[config.mk]
export PLATFORM = sky130hd
export DESIGN_NAME = dbg_uart_top
export DESIGN_NICKNAME = d
export VERILOG_FILES = /design/src/verilog/uart_pkg.sv /design/src/verilog/dbg_pkg.sv /design/src/verilog/uart_line.sv /design/src/verilog/sync_fifo.sv /design/src/verilog/dbg_cmd_engine.sv /design/src/verilog/dbg_regs.sv /design/src/verilog/dbg_uart_top.sv
export SDC_FILE = /design/constraint.sdc
export NUM_CORES = 1
export LEC_CHECK = 0
export ABC_CLOCK_PERIOD_IN_PS = 2800
export BUFFER_PORTS_ARGS = -buffer_cell sky130_fd_sc_hd__buf_4
export CORE_AREA = 4 4 180 182
export CTS_CLUSTER_DIAMETER = 60
export CTS_CLUSTER_SIZE = 12
export DETAILED_ROUTE_END_ITERATION = 16
export DIE_AREA = 0 0 184 186
export GPL_TIMING_DRIVEN = 0
export PLACE_DENSITY = 0.5
export SYNTH_ARGS = -nofsm -noshare
export SYNTH_HDL_FRONTEND = slang
export SYNTH_SLANG_ARGS = --single-unit
[constraint.sdc]
create_clock -name iCLOCK -period 2.8 [get_ports iCLOCK]
set_clock_uncertainty 0.1 [all_clocks]
set_input_delay 0.84 -clock iCLOCK [delete_from_list [all_inputs] [get_ports iCLOCK]]
set_output_delay 0.84 -clock iCLOCK [all_outputs]
set_load 0.02 [all_outputs]
[src/verilog/uart_pkg.sv]
package uart_pkg;

	// ##################################################
	// serial line timing
	// ##################################################

	// clock cycles per serial bit, the line rate is fixed at build time
	localparam int CLOCKS_PER_BIT = 16;

	// offset from the start edge to the middle of a bit
	localparam int HALF_BIT = CLOCKS_PER_BIT / 2;

	// width of the per-bit cycle counter
	localparam int BIT_CNT_W = $clog2(CLOCKS_PER_BIT);

	// ##################################################
	// received byte
	// ##################################################

	// frame_err is set when the stop bit was sampled low
	typedef struct packed {
		logic [7:0] data;
		logic       frame_err;
	} rx_byte_t;

endpackage

[src/verilog/dbg_pkg.sv]
package dbg_pkg;

	// ##################################################
	// command encoding and register map
	// ##################################################

	// bit 7 of a command byte selects a write, bits 3:0 hold the address
	localparam int CMD_WRITE_BIT = 7;

	localparam logic [3:0] REG_CTRL    = 4'd0;
	localparam logic [3:0] REG_BP_LO   = 4'd1;
	localparam logic [3:0] REG_BP_HI   = 4'd2;
	localparam logic [3:0] REG_STATUS  = 4'd3;
	localparam logic [3:0] REG_SCRATCH = 4'd4;

	// reply byte for an address with no register behind it
	localparam logic [7:0] DBG_ERR_CODE = 8'hEE;

	// CTRL bits, the step bit is self-clearing
	localparam int CTRL_HALT = 0;
	localparam int CTRL_STEP = 1;

	// STATUS bits, frame error and overrun are sticky
	localparam int STAT_HALTED    = 0;
	localparam int STAT_FRAME_ERR = 1;
	localparam int STAT_OVERRUN   = 2;

	// ##################################################
	// structs
	// ##################################################

	// control lines into the processor
	typedef struct packed {
		logic        halt;
		logic        step;
		logic [15:0] bp_addr;
	} dbg_ctrl_t;

	// one register access from the command engine
	typedef struct packed {
		logic       write;
		logic [3:0] addr;
		logic [7:0] wdata;
	} reg_req_t;

endpackage

[src/verilog/uart_line.sv]
module uart_line (
	input  logic               iCLOCK,
	input  logic               inRESET,
	input  logic               tx_valid,
	input  logic [7:0]         tx_data,
	output logic               tx_ready,
	output logic               txd,
	input  logic               rxd,
	output logic               rx_valid,
	output uart_pkg::rx_byte_t rx_byte
);

	// ##################################################
	// transmitter
	// ##################################################

	logic                          tx_busy;
	logic [9:0]                    tx_shift;
	logic [3:0]                    tx_bit_idx;
	logic [uart_pkg::BIT_CNT_W-1:0] tx_clk_cnt;
	logic                          tx_bit_end;

	// the shift register idles at all ones, so its low bit is the line itself
	assign txd        = tx_shift[0];
	assign tx_ready   = !tx_busy;
	assign tx_bit_end = int'(tx_clk_cnt) == uart_pkg::CLOCKS_PER_BIT - 1;

	always_ff @(posedge iCLOCK or negedge inRESET) begin
		if (!inRESET) begin
			tx_busy    <= 1'b0;
			tx_shift   <= '1;
			tx_bit_idx <= '0;
			tx_clk_cnt <= '0;
		end else if (!tx_busy) begin
			if (tx_valid) begin
				// stop, data LSB first, start in the low bit
				tx_busy    <= 1'b1;
				tx_shift   <= {1'b1, tx_data, 1'b0};
				tx_bit_idx <= '0;
				tx_clk_cnt <= '0;
			end
		end else if (tx_bit_end) begin
			tx_clk_cnt <= '0;
			tx_shift   <= {1'b1, tx_shift[9:1]};
			tx_bit_idx <= tx_bit_idx + 1'b1;
			// ready again once the stop bit has run its full period
			if (tx_bit_idx == 4'd9) begin
				tx_busy <= 1'b0;
			end
		end else begin
			tx_clk_cnt <= tx_clk_cnt + 1'b1;
		end
	end

	// ##################################################
	// receiver
	// ##################################################

	typedef enum logic [1:0] {
		RX_IDLE,
		RX_START,
		RX_DATA,
		RX_STOP
	} rx_state_t;

	rx_state_t                     rx_state;
	logic                          rxd_meta;
	logic                          rxd_sync;
	logic                          rxd_prev;
	logic [7:0]                    rx_shift;
	logic [2:0]                    rx_bit_idx;
	logic [uart_pkg::BIT_CNT_W-1:0] rx_clk_cnt;
	logic                          rx_mid_start;
	logic                          rx_mid_bit;

	assign rx_mid_start = int'(rx_clk_cnt) == uart_pkg::HALF_BIT - 1;
	assign rx_mid_bit   = int'(rx_clk_cnt) == uart_pkg::CLOCKS_PER_BIT - 1;

	// two flops against metastability, a third one for edge detection
	always_ff @(posedge iCLOCK or negedge inRESET) begin
		if (!inRESET) begin
			rxd_meta <= 1'b1;
			rxd_sync <= 1'b1;
			rxd_prev <= 1'b1;
		end else begin
			rxd_meta <= rxd;
			rxd_sync <= rxd_meta;
			rxd_prev <= rxd_sync;
		end
	end

	always_ff @(posedge iCLOCK or negedge inRESET) begin
		if (!inRESET) begin
			rx_state   <= RX_IDLE;
			rx_bit_idx <= '0;
			rx_clk_cnt <= '0;
			rx_valid   <= 1'b0;
		end else begin
			rx_valid   <= 1'b0;
			rx_clk_cnt <= rx_clk_cnt + 1'b1;
			case (rx_state)
				RX_IDLE: begin
					// the counter restarts on the falling start edge
					rx_clk_cnt <= '0;
					if (rxd_prev && !rxd_sync) begin
						rx_state <= RX_START;
					end
				end
				RX_START: begin
					if (rx_mid_start) begin
						rx_clk_cnt <= '0;
						rx_bit_idx <= '0;
						// a start bit that is gone by mid-bit was a glitch
						rx_state   <= rxd_sync ? RX_IDLE : RX_DATA;
					end
				end
				RX_DATA: begin
					if (rx_mid_bit) begin
						rx_clk_cnt <= '0;
						rx_bit_idx <= rx_bit_idx + 1'b1;
						if (rx_bit_idx == 3'd7) begin
							rx_state <= RX_STOP;
						end
					end
				end
				default: begin
					if (rx_mid_bit) begin
						rx_valid <= 1'b1;
						rx_state <= RX_IDLE;
					end
				end
			endcase
		end
	end

	// data bits arrive LSB first and shift in from the top
	always_ff @(posedge iCLOCK) begin
		if (rx_state == RX_DATA && rx_mid_bit) begin
			rx_shift <= {rxd_sync, rx_shift[7:1]};
		end
		if (rx_state == RX_STOP && rx_mid_bit) begin
			rx_byte.data      <= rx_shift;
			rx_byte.frame_err <= !rxd_sync;
		end
	end

endmodule

[src/verilog/sync_fifo.sv]
module sync_fifo #(
	parameter type T     = logic [7:0],
	parameter int  DEPTH = 4
) (
	input  logic iCLOCK,
	input  logic inRESET,
	input  logic in_valid,
	input  T     in_data,
	output logic in_ready,
	output logic dropped,
	output logic out_valid,
	input  logic out_ready,
	output T     out_data
);

	localparam int PTR_W = (DEPTH > 1) ? $clog2(DEPTH) : 1;
	localparam int CNT_W = $clog2(DEPTH + 1);

	T                 mem [DEPTH];
	logic [PTR_W-1:0] wr_ptr;
	logic [PTR_W-1:0] rd_ptr;
	logic [CNT_W-1:0] count;
	logic             push;
	logic             pop;

	assign in_ready  = int'(count) != DEPTH;
	assign out_valid = count != '0;
	assign out_data  = mem[rd_ptr];
	assign push      = in_valid && in_ready;
	assign pop       = out_valid && out_ready;

	// a producer that cannot stall sees its item lost here
	assign dropped = in_valid && !in_ready;

	always_ff @(posedge iCLOCK) begin
		if (push) begin
			mem[wr_ptr] <= in_data;
		end
	end

	// pointers wrap by compare so that depths other than powers of two work
	always_ff @(posedge iCLOCK or negedge inRESET) begin
		if (!inRESET) begin
			wr_ptr <= '0;
			rd_ptr <= '0;
			count  <= '0;
		end else begin
			if (push) begin
				wr_ptr <= (int'(wr_ptr) == DEPTH - 1) ? '0 : wr_ptr + 1'b1;
			end
			if (pop) begin
				rd_ptr <= (int'(rd_ptr) == DEPTH - 1) ? '0 : rd_ptr + 1'b1;
			end
			case ({push, pop})
				2'b10:   count <= count + 1'b1;
				2'b01:   count <= count - 1'b1;
				default: count <= count;
			endcase
		end
	end

endmodule

[src/verilog/dbg_cmd_engine.sv]
module dbg_cmd_engine (
	input  logic               iCLOCK,
	input  logic               inRESET,
	input  logic               rx_valid,
	input  uart_pkg::rx_byte_t rx_byte,
	output logic               rx_ready,
	output logic               req_valid,
	output dbg_pkg::reg_req_t  req,
	input  logic [7:0]         rdata,
	output logic               frame_err_set,
	output logic               reply_valid,
	input  logic               reply_ready,
	output logic [7:0]         reply_data
);

	typedef enum logic [1:0] {
		S_CMD,
		S_DATA,
		S_ACCESS,
		S_REPLY
	} state_t;

	state_t            state;
	dbg_pkg::reg_req_t cmd;
	logic              pop;
	logic              pop_good;

	// ##################################################
	// handshakes
	// ##################################################

	// bytes are only taken while a command is being collected, so a full
	// tx FIFO holds the engine in S_REPLY and the rx FIFO fills up behind it
	assign rx_ready = (state == S_CMD) || (state == S_DATA);
	assign pop      = rx_valid && rx_ready;
	assign pop_good = pop && !rx_byte.frame_err;

	// a corrupted byte is still popped, only its error is passed on
	assign frame_err_set = pop && rx_byte.frame_err;

	assign req_valid   = state == S_ACCESS;
	assign req         = cmd;
	assign reply_valid = state == S_REPLY;

	// ##################################################
	// FSM
	// ##################################################

	always_ff @(posedge iCLOCK or negedge inRESET) begin
		if (!inRESET) begin
			state <= S_CMD;
		end else begin
			case (state)
				S_CMD: begin
					if (pop_good) begin
						// reads go straight to the access, writes need a data byte
						if (rx_byte.data[dbg_pkg::CMD_WRITE_BIT]) begin
							state <= S_DATA;
						end else begin
							state <= S_ACCESS;
						end
					end
				end
				S_DATA: begin
					if (pop) begin
						// a bad data byte throws away the whole command
						state <= rx_byte.frame_err ? S_CMD : S_ACCESS;
					end
				end
				S_ACCESS: begin
					state <= S_REPLY;
				end
				default: begin
					if (reply_ready) begin
						state <= S_CMD;
					end
				end
			endcase
		end
	end

	// ##################################################
	// command and reply payload
	// ##################################################

	always_ff @(posedge iCLOCK) begin
		if (state == S_CMD && pop_good) begin
			cmd.write <= rx_byte.data[dbg_pkg::CMD_WRITE_BIT];
			cmd.addr  <= rx_byte.data[3:0];
			cmd.wdata <= '0;
		end
		if (state == S_DATA && pop_good) begin
			cmd.wdata <= rx_byte.data;
		end
		// rdata already shows the register after this access
		if (state == S_ACCESS) begin
			reply_data <= rdata;
		end
	end

endmodule

[src/verilog/dbg_regs.sv]
module dbg_regs (
	input  logic               iCLOCK,
	input  logic               inRESET,
	input  logic               req_valid,
	input  dbg_pkg::reg_req_t  req,
	output logic [7:0]         rdata,
	input  logic               cpu_halted,
	input  logic               frame_err_set,
	input  logic               overrun_set,
	output dbg_pkg::dbg_ctrl_t ctrl
);

	logic       halt_q;
	logic       step_q;
	logic [7:0] bp_lo;
	logic [7:0] bp_hi;
	logic [7:0] scratch;
	logic       frame_err_q;
	logic       overrun_q;
	logic       wr;
	logic       status_clr;
	logic [7:0] ctrl_rd;
	logic [7:0] status_rd;

	assign wr         = req_valid && req.write;
	assign status_clr = req_valid && !req.write && req.addr == dbg_pkg::REG_STATUS;

	assign ctrl = '{halt: halt_q, step: step_q, bp_addr: {bp_hi, bp_lo}};

	// ##################################################
	// read side, showing the value after a write
	// ##################################################

	always_comb begin
		ctrl_rd = '0;
		ctrl_rd[dbg_pkg::CTRL_HALT] = wr ? req.wdata[dbg_pkg::CTRL_HALT] : halt_q;
		status_rd = '0;
		status_rd[dbg_pkg::STAT_HALTED]    = cpu_halted;
		status_rd[dbg_pkg::STAT_FRAME_ERR] = frame_err_q;
		status_rd[dbg_pkg::STAT_OVERRUN]   = overrun_q;
		case (req.addr)
			dbg_pkg::REG_CTRL:    rdata = ctrl_rd;
			dbg_pkg::REG_BP_LO:   rdata = wr ? req.wdata : bp_lo;
			dbg_pkg::REG_BP_HI:   rdata = wr ? req.wdata : bp_hi;
			dbg_pkg::REG_STATUS:  rdata = status_rd;
			dbg_pkg::REG_SCRATCH: rdata = wr ? req.wdata : scratch;
			default:              rdata = dbg_pkg::DBG_ERR_CODE;
		endcase
	end

	// ##################################################
	// register updates
	// ##################################################

	always_ff @(posedge iCLOCK or negedge inRESET) begin
		if (!inRESET) begin
			halt_q      <= 1'b0;
			step_q      <= 1'b0;
			bp_lo       <= '0;
			bp_hi       <= '0;
			scratch     <= '0;
			frame_err_q <= 1'b0;
			overrun_q   <= 1'b0;
		end else begin
			// step is a single cycle pulse and never reads back as set
			step_q <= 1'b0;
			if (wr) begin
				case (req.addr)
					dbg_pkg::REG_CTRL: begin
						halt_q <= req.wdata[dbg_pkg::CTRL_HALT];
						step_q <= req.wdata[dbg_pkg::CTRL_STEP];
					end
					dbg_pkg::REG_BP_LO:   bp_lo <= req.wdata;
					dbg_pkg::REG_BP_HI:   bp_hi <= req.wdata;
					dbg_pkg::REG_SCRATCH: scratch <= req.wdata;
					default: begin
					end
				endcase
			end
			// a new error in the same cycle as the clear must not be lost
			frame_err_q <= frame_err_set || (frame_err_q && !status_clr);
			overrun_q   <= overrun_set || (overrun_q && !status_clr);
		end
	end

endmodule

[src/verilog/dbg_uart_top.sv]
module dbg_uart_top (
	input  logic               iCLOCK,
	input  logic               inRESET,
	input  logic               rxd,
	output logic               txd,
	input  logic               cpu_halted,
	output dbg_pkg::dbg_ctrl_t ctrl
);

	logic               rx_valid;
	uart_pkg::rx_byte_t rx_byte;
	logic               rx_dropped;
	logic               cmd_valid;
	uart_pkg::rx_byte_t cmd_byte;
	logic               cmd_ready;
	logic               req_valid;
	dbg_pkg::reg_req_t  req;
	logic [7:0]         rdata;
	logic               frame_err_set;
	logic               reply_valid;
	logic               reply_ready;
	logic [7:0]         reply_data;
	logic               tx_valid;
	logic [7:0]         tx_data;
	logic               tx_ready;

	uart_line u_line (
		.iCLOCK, .inRESET,
		.tx_valid, .tx_data, .tx_ready, .txd,
		.rxd, .rx_valid, .rx_byte
	);

	// the receiver cannot wait, so a full FIFO drops and reports instead
	sync_fifo #(.T(uart_pkg::rx_byte_t), .DEPTH(4)) rx_fifo (
		.iCLOCK, .inRESET,
		.in_valid(rx_valid), .in_data(rx_byte), .in_ready(), .dropped(rx_dropped),
		.out_valid(cmd_valid), .out_ready(cmd_ready), .out_data(cmd_byte)
	);

	dbg_cmd_engine u_engine (
		.iCLOCK, .inRESET,
		.rx_valid(cmd_valid), .rx_byte(cmd_byte), .rx_ready(cmd_ready),
		.req_valid, .req, .rdata, .frame_err_set,
		.reply_valid, .reply_ready, .reply_data
	);

	dbg_regs u_regs (
		.iCLOCK, .inRESET,
		.req_valid, .req, .rdata, .cpu_halted,
		.frame_err_set, .overrun_set(rx_dropped), .ctrl
	);

	sync_fifo #(.T(logic [7:0]), .DEPTH(4)) tx_fifo (
		.iCLOCK, .inRESET,
		.in_valid(reply_valid), .in_data(reply_data), .in_ready(reply_ready), .dropped(),
		.out_valid(tx_valid), .out_ready(tx_ready), .out_data(tx_data)
	);

endmodule

# After elaboration in Yosys (flattened, before gate mapping)
# Memories as Yosys holds them, arrays and structs flattened.
# Cells that the tools add are included.
# Widths: inputs -> output; s select.
[op_classes]
muxes = 52
order_cmp = 0
add_sub_neg = 12
n_reduce_logical = 47
n_bitwise = 0
n_mul = 0
n_div = 0
n_eq_ne = 32
shifts = 0
[op_table]
columns = ["cell", "count"]
rows = [
  ["$mux 8", 5],
  ["$pmux 8 s5", 1],
  ["$mux 10", 3],
  ["$mux 2", 15],
  ["$mux 4", 7],
  ["$pmux 3 s2", 3],
  ["$logic_and 1x1->1", 17],
  ["$eq 2x1->1 const B", 8],
  ["$mux 1", 13],
  ["$add 4x1->4 const B", 3],
  ["$eq 2x2->1 const B", 6],
  ["$eq 4x1->1 const B", 3],
  ["$pmux 2 s3", 2],
  ["$pmux 4 s3", 1],
  ["$ne 2x1->1 const B", 5],
  ["$reduce_and 2->1", 5],
  ["$reduce_bool 2->1", 5],
  ["$add 3x1->3 const B", 3],
  ["$reduce_bool 3->1", 3],
  ["$add 2x1->2 const B", 4],
  ["$eq 4x2->1 const B", 2],
  ["$eq 4x4->1 const B", 2],
  ["$logic_not 1->1", 6],
  ["$mux 3", 2],
  ["12 further kinds", 19],
]
[totals]
out_inout_bits = 19
input_bits = 4
mem_bits_rw = 68
wordCells = 177
latchBits = 0
mem_bits_ro = 0
ff_bits = 114
n_memories = 2
[memory_table]
columns = ["name", "words", "width", "rd", "rd_clocked_by_memory_dff", "wr", "line_no", "source"]
rows = [
  ["rx_fifo.mem", 4, 9, 1, 0, 1, "sync_fifo.sv:19", "T mem [DEPTH];"],
  ["tx_fifo.mem", 4, 8, 1, 0, 1, "sync_fifo.sv:19", ""],
]

# Logic depth before layout (Yosys ltp)
# Gate-level depths: netlist of the first run.
[logic_depth]
word_depth = 7
mapped_depth = 10

# By module
# A second synthesis of the first run with hierarchy kept.
[unflattened]
hier_cells = 507
area_unflattened_um2 = 7746.2
[by_module_without_submodules]
columns = ["mod", "cells_per_inst", "area_each_um2", "seq_area_each_um2", "instances"]
rows = [
  ["uart_line", 156, 2033.2, 1301.2, 1],
  ["sync_fifo (rx_fifo)", 90, 1766.7, 1256.2, 1],
  ["sync_fifo (tx_fifo)", 84, 1616.6, 1136.1, 1],
  ["dbg_regs", 130, 1503.9, 700.7, 1],
  ["dbg_cmd_engine", 47, 825.8, 680.7, 1],
]

# Least setup slack after synthesis of the first run
# OpenSTA, ideal clock, no wires.
[synth_timing]
path_type = "register -> register"
from = "reg rx_fifo.rd_ptr[0]"
to = "reg u_engine.cmd (netlist bit u_engine.req[0]) (enable)"
arrival_ns = 1.587
path_slack_ns = 0.727
n_path_buf = 0
synth_period_minus_slack_ns = 2.073
path_stages_with_launch = 3
setup_ns = 0.386
path_cell_list = "dfrtp_1 -> mux4_2 -> nor3_1"
[synth_via]
elab_chain_len = 5
word_cells_on_any_way = 6
classes_between = "5 x reduce/logical; 1 x memory"
[synth_lines]
columns = ["item", "line_no", "source"]
rows = [
  ["start, declared", "sync_fifo.sv:21", "logic [PTR_W-1:0] rd_ptr;"],
  ["start signal, assigned", "sync_fifo.sv:52", "rd_ptr <= (int'(rd_ptr) == DEPTH - 1) ? '0 : rd_ptr + 1'b1;"],
  ["$mem_v2 4x9 *", "-", ""],
  ["$logic_not 1->1 *", "dbg_cmd_engine.sv:36", "assign pop_good = pop && !rx_byte.frame_err;"],
  ["$logic_and 1x1->1 *", "dbg_cmd_engine.sv:36", ""],
  ["$logic_and 1x1->1, on equally long branches", "dbg_cmd_engine.sv:92, dbg_cmd_engine.sv:87", ""],
  ["$reduce_bool 2->1 (no line) *", "-", ""],
  ["end, declared", "dbg_cmd_engine.sv:24", "dbg_pkg::reg_req_t cmd;"],
]
# Every way passes the cells marked *; elsewhere a longest branch is shown, timed or not.
# A chain may end at the register's enable or synchronous reset.

# Worst setup path after layout of the first run
[layout_timing]
from = "reg rx_fifo.rd_ptr[0]"
to = "reg u_engine.cmd (netlist bit u_engine.req[4]) (enable)"
# Same word-level chain as after synthesis.

==> results.yml, run 1 <==
critical_path:
  end_kind: "flip-flop"
  required_ns: 2.74
  crit_fanout: 9
  path_class: "reg -> reg"
  cp-start-kind: "flip-flop"
  critical_path_arrival_ns: 2.31
yosys:
  synth_fa_ha_area_share_pct: 4.29
  syn_nets: 523
  synth.distinct_cells: 67
  syn_area_mm2: 0.00765
  syn_area_per_cell_um2: 15.5
  async_reset_ff_share_pct: 41.4
  synth_top_family_by_area: "multiplexers"
  synth_compound_area_share_pct: 6.07
  synthCells: 494
  ys.flop_type: "edfxtp_1"
  synth_edf_count: 106
  yosys_register_bits: 181
  yosysWarnings: 0
  muxShareOfSynthArea_pct: 11.6
  synth_xor_area_share_pct: 1.15
  yosysSeqAreaShare_pct: 66.4
  yosys.area_share.simple_pct: 8.18
drt:
  wl_um: 14300
  wl_met2_um: 7190
  top_layer_used: "met4"
  drc: 0
  dr.first_iter.drc_count: 279
  met3_length_um: 460
  drtAntennaViolNets: 0
  vias: 4143
  m1WireLength_um: 6470
  via_per_inst: 4.39
  drtPass1Iterations: 7
  wl_per_cell_um: 15.2
cells_and_area:
  drive_gt1_share_pct: 21.9
  nFillCells: 3037
  antenna_cells: 0
  fin_util_pct: 29.2
  syn2layout_area_growth_pct: 16.9
  layout.cells.most_common: "edfxtp_1"
  layout_common_cells: "edfxtp_1, dfrtp_1, nor2_1"
  nNetsFinal: 564
clocking:
  clk_latency_ns: 0.43
  cts_made_buffers: 17
  clkTransAtPathRegs_ns: 0.08
  cts_tree: "done"
  cts_sinks: 181
  clockBufferDepth: 2
  cts_setup_buffers: 0
  ctsHoldBuffers: 0
  cts_resized: 0
  h-tree-depth: 4
  cts-root-buf: "clkbuf_16"
global_routing:
  gr-usage-all-layers_pct: 8.95
  grt_overflow: 0
  antenna_found_initial: 0
  grt_max_degree: 76
  grt_pass1_wl_um: 23900
  grt_pass1_vias: 4446
die:
  rows: 64
  die_height_um: 186
  start_util_pct: 25.0
  die_w_um: 184
  core_mm2: 0.0306
  die_area_mm2: 0.0342
  ios: 23
sta:
  finalSetupTns_ns: 0
  rsz0062_at_grt: "no"
  slew_viol_final: 0
  fin_crit_ns: 2.37
  tightestPinTransition_ns: 1.17
  post-route-period-util_pct: 84.6
  hold_viol: 0
  fmax_mhz: 422
  setup_violations: 0
  max_slew_margin_pct: 21.2
  fin_ws_ns: 0.432
pwr:
  power.density_mw_per_mm2: 1010
  power_mw: 9.06
  p_leak_nw: 3.51
  max-vdd-ir-drop_uv: 439
placed_design:
  pre_cts_ws_ns: 0.383
  place.gp.congestion: 0.766
  dpl.hpwl_um: 10000
  io_buffer_count: 22
min_path:
  hp-class: "reg -> reg"
run_status:
  status: "finished clean"
flow_run:
  cap_violations: 0
==> area by class of cell <==
class / count / area, µm² / share of cell area, %
sequential: 181 / 5070 / 56.8
multi-input combinational: 273 / 2390 / 26.7
tap: 396 / 495 / 5.54
clock buffer: 20 / 489 / 5.47
timing repair buffer: 22 / 165 / 1.85
clock inverter: 12 / 144 / 1.61
buffer: 16 / 92.6 / 1.04
inverter: 24 / 90.1 / 1.01
==> power by group <==
part / switching (mW) / total [mW] / internal (mW)
sequential: 0.534 / 4.10 / 3.56
combinational: 1.32 / 2.45 / 1.13
clock: 1.11 / 2.51 / 1.41
==> flip-flops by register name, indices dropped and copies added (netlist names), 2 cells and up <==
name                 cells
u_engine.reply_data      8
u_line.rx_bit_idx        3
u_regs.bp_lo             8
u_line.rx_clk_cnt        4
tx_fifo.rd_ptr           2
u_line.tx_shift          9
tx_fifo.mem             32
u_line.rx_state          2
u_line.tx_clk_cnt        4
tx_fifo.count            3
rx_fifo.mem             36
u_line.rx_shift          8
u_line.tx_bit_idx        4
u_engine.req            13
u_regs.bp_hi             8
rx_fifo.wr_ptr           2
u_line.rx_byte           9
u_engine.state           2
tx_fifo.wr_ptr           2
rx_fifo.rd_ptr           2
u_regs.scratch           8
rx_fifo.count            3
==> cells in the mapped netlist, types with 6 or more instances <==
cell type | instances | area share (%)
and2_1 | 15 | 1.2
o21ai_0 | 7 | 0.46
inv_1 | 24 | 1.2
nand3_1 | 7 | 0.46
mux2_1 | 11 | 1.6
ha_1 | 23 | 3.8
dfstp_2 | 12 | 4.1
nor3_1 | 6 | 0.39
mux2i_1 | 13 | 1.7
nor2b_1 | 8 | 0.65
mux4_2 | 14 | 4.1
a22oi_1 | 8 | 0.79
mux2_2 | 21 | 3.1
edfxtp_1 | 106 | 42
dfrtp_1 | 63 | 21
a21oi_1 | 12 | 0.79
nand2_1 | 21 | 1.0
nor2_1 | 27 | 1.3
xor2_1 | 6 | 0.69
==> path summary, 6_finish.rpt <==
kind	from	endpoint	slack, ns	depth (start not counted)
worst max-delay path	rx_fifo.rd_ptr[0]$_DFFE_PN0N_	u_engine.req[4]$_SDFFCE_PN0P_	0.43	2
worst min-delay path	u_line.rxd_meta$_DFF_PN1_	u_line.rxd_sync$_DFF_PN1_	0.27	0
worst max register to register	rx_fifo.rd_ptr[0]$_DFFE_PN0N_	u_engine.req[4]$_SDFFCE_PN0P_	0.43	2
worst min register to register	u_line.rxd_meta$_DFF_PN1_	u_line.rxd_sync$_DFF_PN1_	0.27	0
max in group asynchronous	inRESET	rx_fifo.wr_ptr[1]$_DFFE_PN0P_	1.49	1
min in group asynchronous	inRESET	u_regs.bp_lo[5]$_DFFE_PN0P_	0.42	1
==> metal layers <==
metal  up-vias  global-route usage [%]
li1       1931                       -
met5         -                       0
met2        66                    14.9
met1      2130                    11.3
met3        16                    2.40
met4         0                    3.05
==> per-stage QoR <==
step | hold slack [ns] | instance area [µm²] | instances
3_5_place_dp | 0.248 | 8310 | 912
5_1_grt | 0.283 | 8940 | 944
4_1_cts | 0.275 | 8940 | 944
6_report | 0.273 | 8940 | 944
3_3_place_gp | 0.247 | 8310 | 912
2_1_floorplan | 0.245 | 7650 | 494
==> critical path: stages, from the launching register on <==
cell and delay, ns:
dfrtp_1 0.40, mux4_2 0.57, nor3_1 0.91
==> cell families (layout without fill, tap and decap cells) <==
| group | count (synthesis) | in the layout |
|---|---|---|
| AO/OA/AOI/OAI | 65 | 65 |
| XOR/XNOR | 10 | 10 |
| adder cells (fa/ha/maj) | 25 | 25 |
| buffers and inverters | 40 | 94 |
| flip-flops | 181 | 181 |
| multiplexers | 62 | 62 |
| AND/OR/NAND/NOR | 111 | 111 |
No activity file was read; power rests on OpenSTA's default activity.
==> run 2: changes to the inputs <==
ABC_CLOCK_PERIOD_IN_PS = 2100   (was 2800)
PLACE_DENSITY = 0.51   (was 0.5)
clock period = 2.1 ns   (was 2.8 ns; I/O delays follow)
==> run 2 against run 1 <==
Net effect:
- sequential power grew 34%
- via count is essentially flat
- clock power grew 24%
- first-iteration DRC count shrank 7.9%
- fmax grew 18%
- non-clock buffer count grew 11
- die area is the same
- critical path type unchanged
- highest routed layer unchanged
==> results.yml, run 2 (synthesis results as in run 1) <==
cells_and_area:
  layout.cells.most_common: "edfxtp_1"
  final_cell_area_mm2: 0.00907
  final_cell_count_no_fill: 955
  largest_register_ffs: 36
  nFillCells: 3033
  layout_common_cells: "edfxtp_1, dfrtp_1, buf_4"
  multiInputGateArea_mm2: 0.00249
  drive_gt1_share_pct: 27.7
  antenna_cells: 0
  seqCellArea_mm2: 0.00508
  regMostFlops: "rx_fifo.mem"
  fin_util_pct: 29.7
  nNetsFinal: 575
  syn2layout_area_growth_pct: 18.7
drt:
  dr.first_iter.drc_count: 257
  drc: 0
  via_per_inst: 4.34
  wl_um: 14000
  drtAntennaViolNets: 0
  vias: 4142
  wl_per_cell_um: 14.7
  drtPass1Iterations: 4
critical_path:
  crit_family: "compound AO/OA/AOI/OAI gates"
  cp-start-kind: "flip-flop"
  crit_fanout: 10
  path_cells: "buf_4 > nand3b_1 > clkbuf_1 > a21oi_1 > o22ai_1 > a311o_1"
  path_class: "reg -> reg"
  end_kind: "flip-flop"
  critical_path_arrival_ns: 2.07
  critPathSlowestCell: "dfrtp_2"
  cp_slowest_stage_delay_ns: 0.44
  required_ns: 2.17
  critPathBufInv: 2
placed_design:
  io_buffer_count: 22
  dpl.hpwl_um: 9640
  dpl_cell_area_mm2: 0.00831
  dp.cells: 912
  place.gp.congestion: 0.820
global_routing:
  grt_pass1_vias: 4333
  grt_max_degree: 76
  grt_overflow: 0
  grt_pass1_wl_um: 23500
  gr-usage-all-layers_pct: 8.78
  antenna_found_initial: 0
clocking:
  cts-root-buf: "clkbuf_16"
  clockBufferDepth: 2
  cts_sinks: 181
  h-tree-depth: 4
  cts_made_buffers: 17
  clk_latency_ns: 0.42
  clkTransAtPathRegs_ns: 0.07
  cts_tree: "done"
sta:
  slew_viol_final: 0
  fin_hold_ws_ns: 0.212
  fmax_mhz: 499
  max_slew_margin_pct: 33.7
  fin_crit_ns: 2.00
  post-route-period-util_pct: 95.4
  setup_violations: 0
  rsz0062_at_grt: "yes"
  hold_viol: 0
  tightestPinTransition_ns: 0.995
pwr:
  p_leak_nw: 3.54
  max-vdd-ir-drop_uv: 626
  power_mw: 12.1
  power.density_mw_per_mm2: 1330
die:
  ios: 23
  core_mm2: 0.0306
  die_area_mm2: 0.0342
  die_w_um: 184
  rows: 64
  die_height_um: 186
  start_util_pct: 25.0
min_path:
  hp-class: "in -> reg"
flow_run:
  cap_violations: 0
run_status:
  status: "finished clean"
## run 2: layout make-up
type,count,area share [%]
Sequential cell,181,56.0
Multi-Input combinational cell,273,27.5
Tap cell,396,5.46
Clock buffer,20,4.81
Timing Repair Buffer,34,2.81
Clock inverter,12,1.41
Inverter,24,1.05
Buffer,15,0.979
## run 2: worst paths after layout
| kind | startpoint | endpoint | slack (ns) | cells past startpoint |
|---|---|---|---|---|
| hold / removal | rxd | u_line.rxd_meta$_DFF_PN1_ | 0.21 | 1 |
| setup reg to reg | u_engine.state[0]$_DFFE_PN0P_ | u_engine.reply_data[5]$_DFFE_PN_ | 0.1 | 6 |
| hold reg to reg | u_line.rxd_meta$_DFF_PN1_ | u_line.rxd_sync$_DFF_PN1_ | 0.26 | 0 |
| max in group asynchronous | inRESET | rx_fifo.count[1]$_DFFE_PN0P_ | 0.93 | 1 |
| setup / recovery | u_engine.state[0]$_DFFE_PN0P_ | u_engine.reply_data[5]$_DFFE_PN_ | 0.1 | 6 |
| min in group asynchronous | inRESET | u_line.tx_bit_idx[1]$_DFFE_PN0P_ | 0.26 | 1 |
## run 2: per-layer routing
layer / global-route usage (%) / share of wire, % / vias to the layer above
met5: 0 / 0 / -
met4: 3.31 / 1.7 / 0
met3: 2.54 / 2.7 / 17
met2: 14.9 / 51 / 49
met1: 10.7 / 45 / 2122
li1: - / - / 1954
## run 2: repair_timing
action | CTS | global route
pin swaps | 2 | 5
hold buffers | 0 | 0
setup endpoints to repair | 20 | 5
buffers inserted | 4 | 8
resized for setup | 18 | 16
## run 2: report_power, final
part	internal (mW)	total, mW	switching [mW]
logic	1.71	3.53	1.82
clock network	1.76	3.10	1.34
registers	4.76	5.48	0.721
## run 2: stage by stage
step           setup slack (ns)  setup TNS (ns)
3_3_place_gp             -0.425           -4.65
5_1_grt                 -0.0142         -0.0253
4_1_cts                 0.00477               0
6_report                 0.0963               0
3_5_place_dp             -0.513           -6.15
2_1_floorplan            0.0271               0
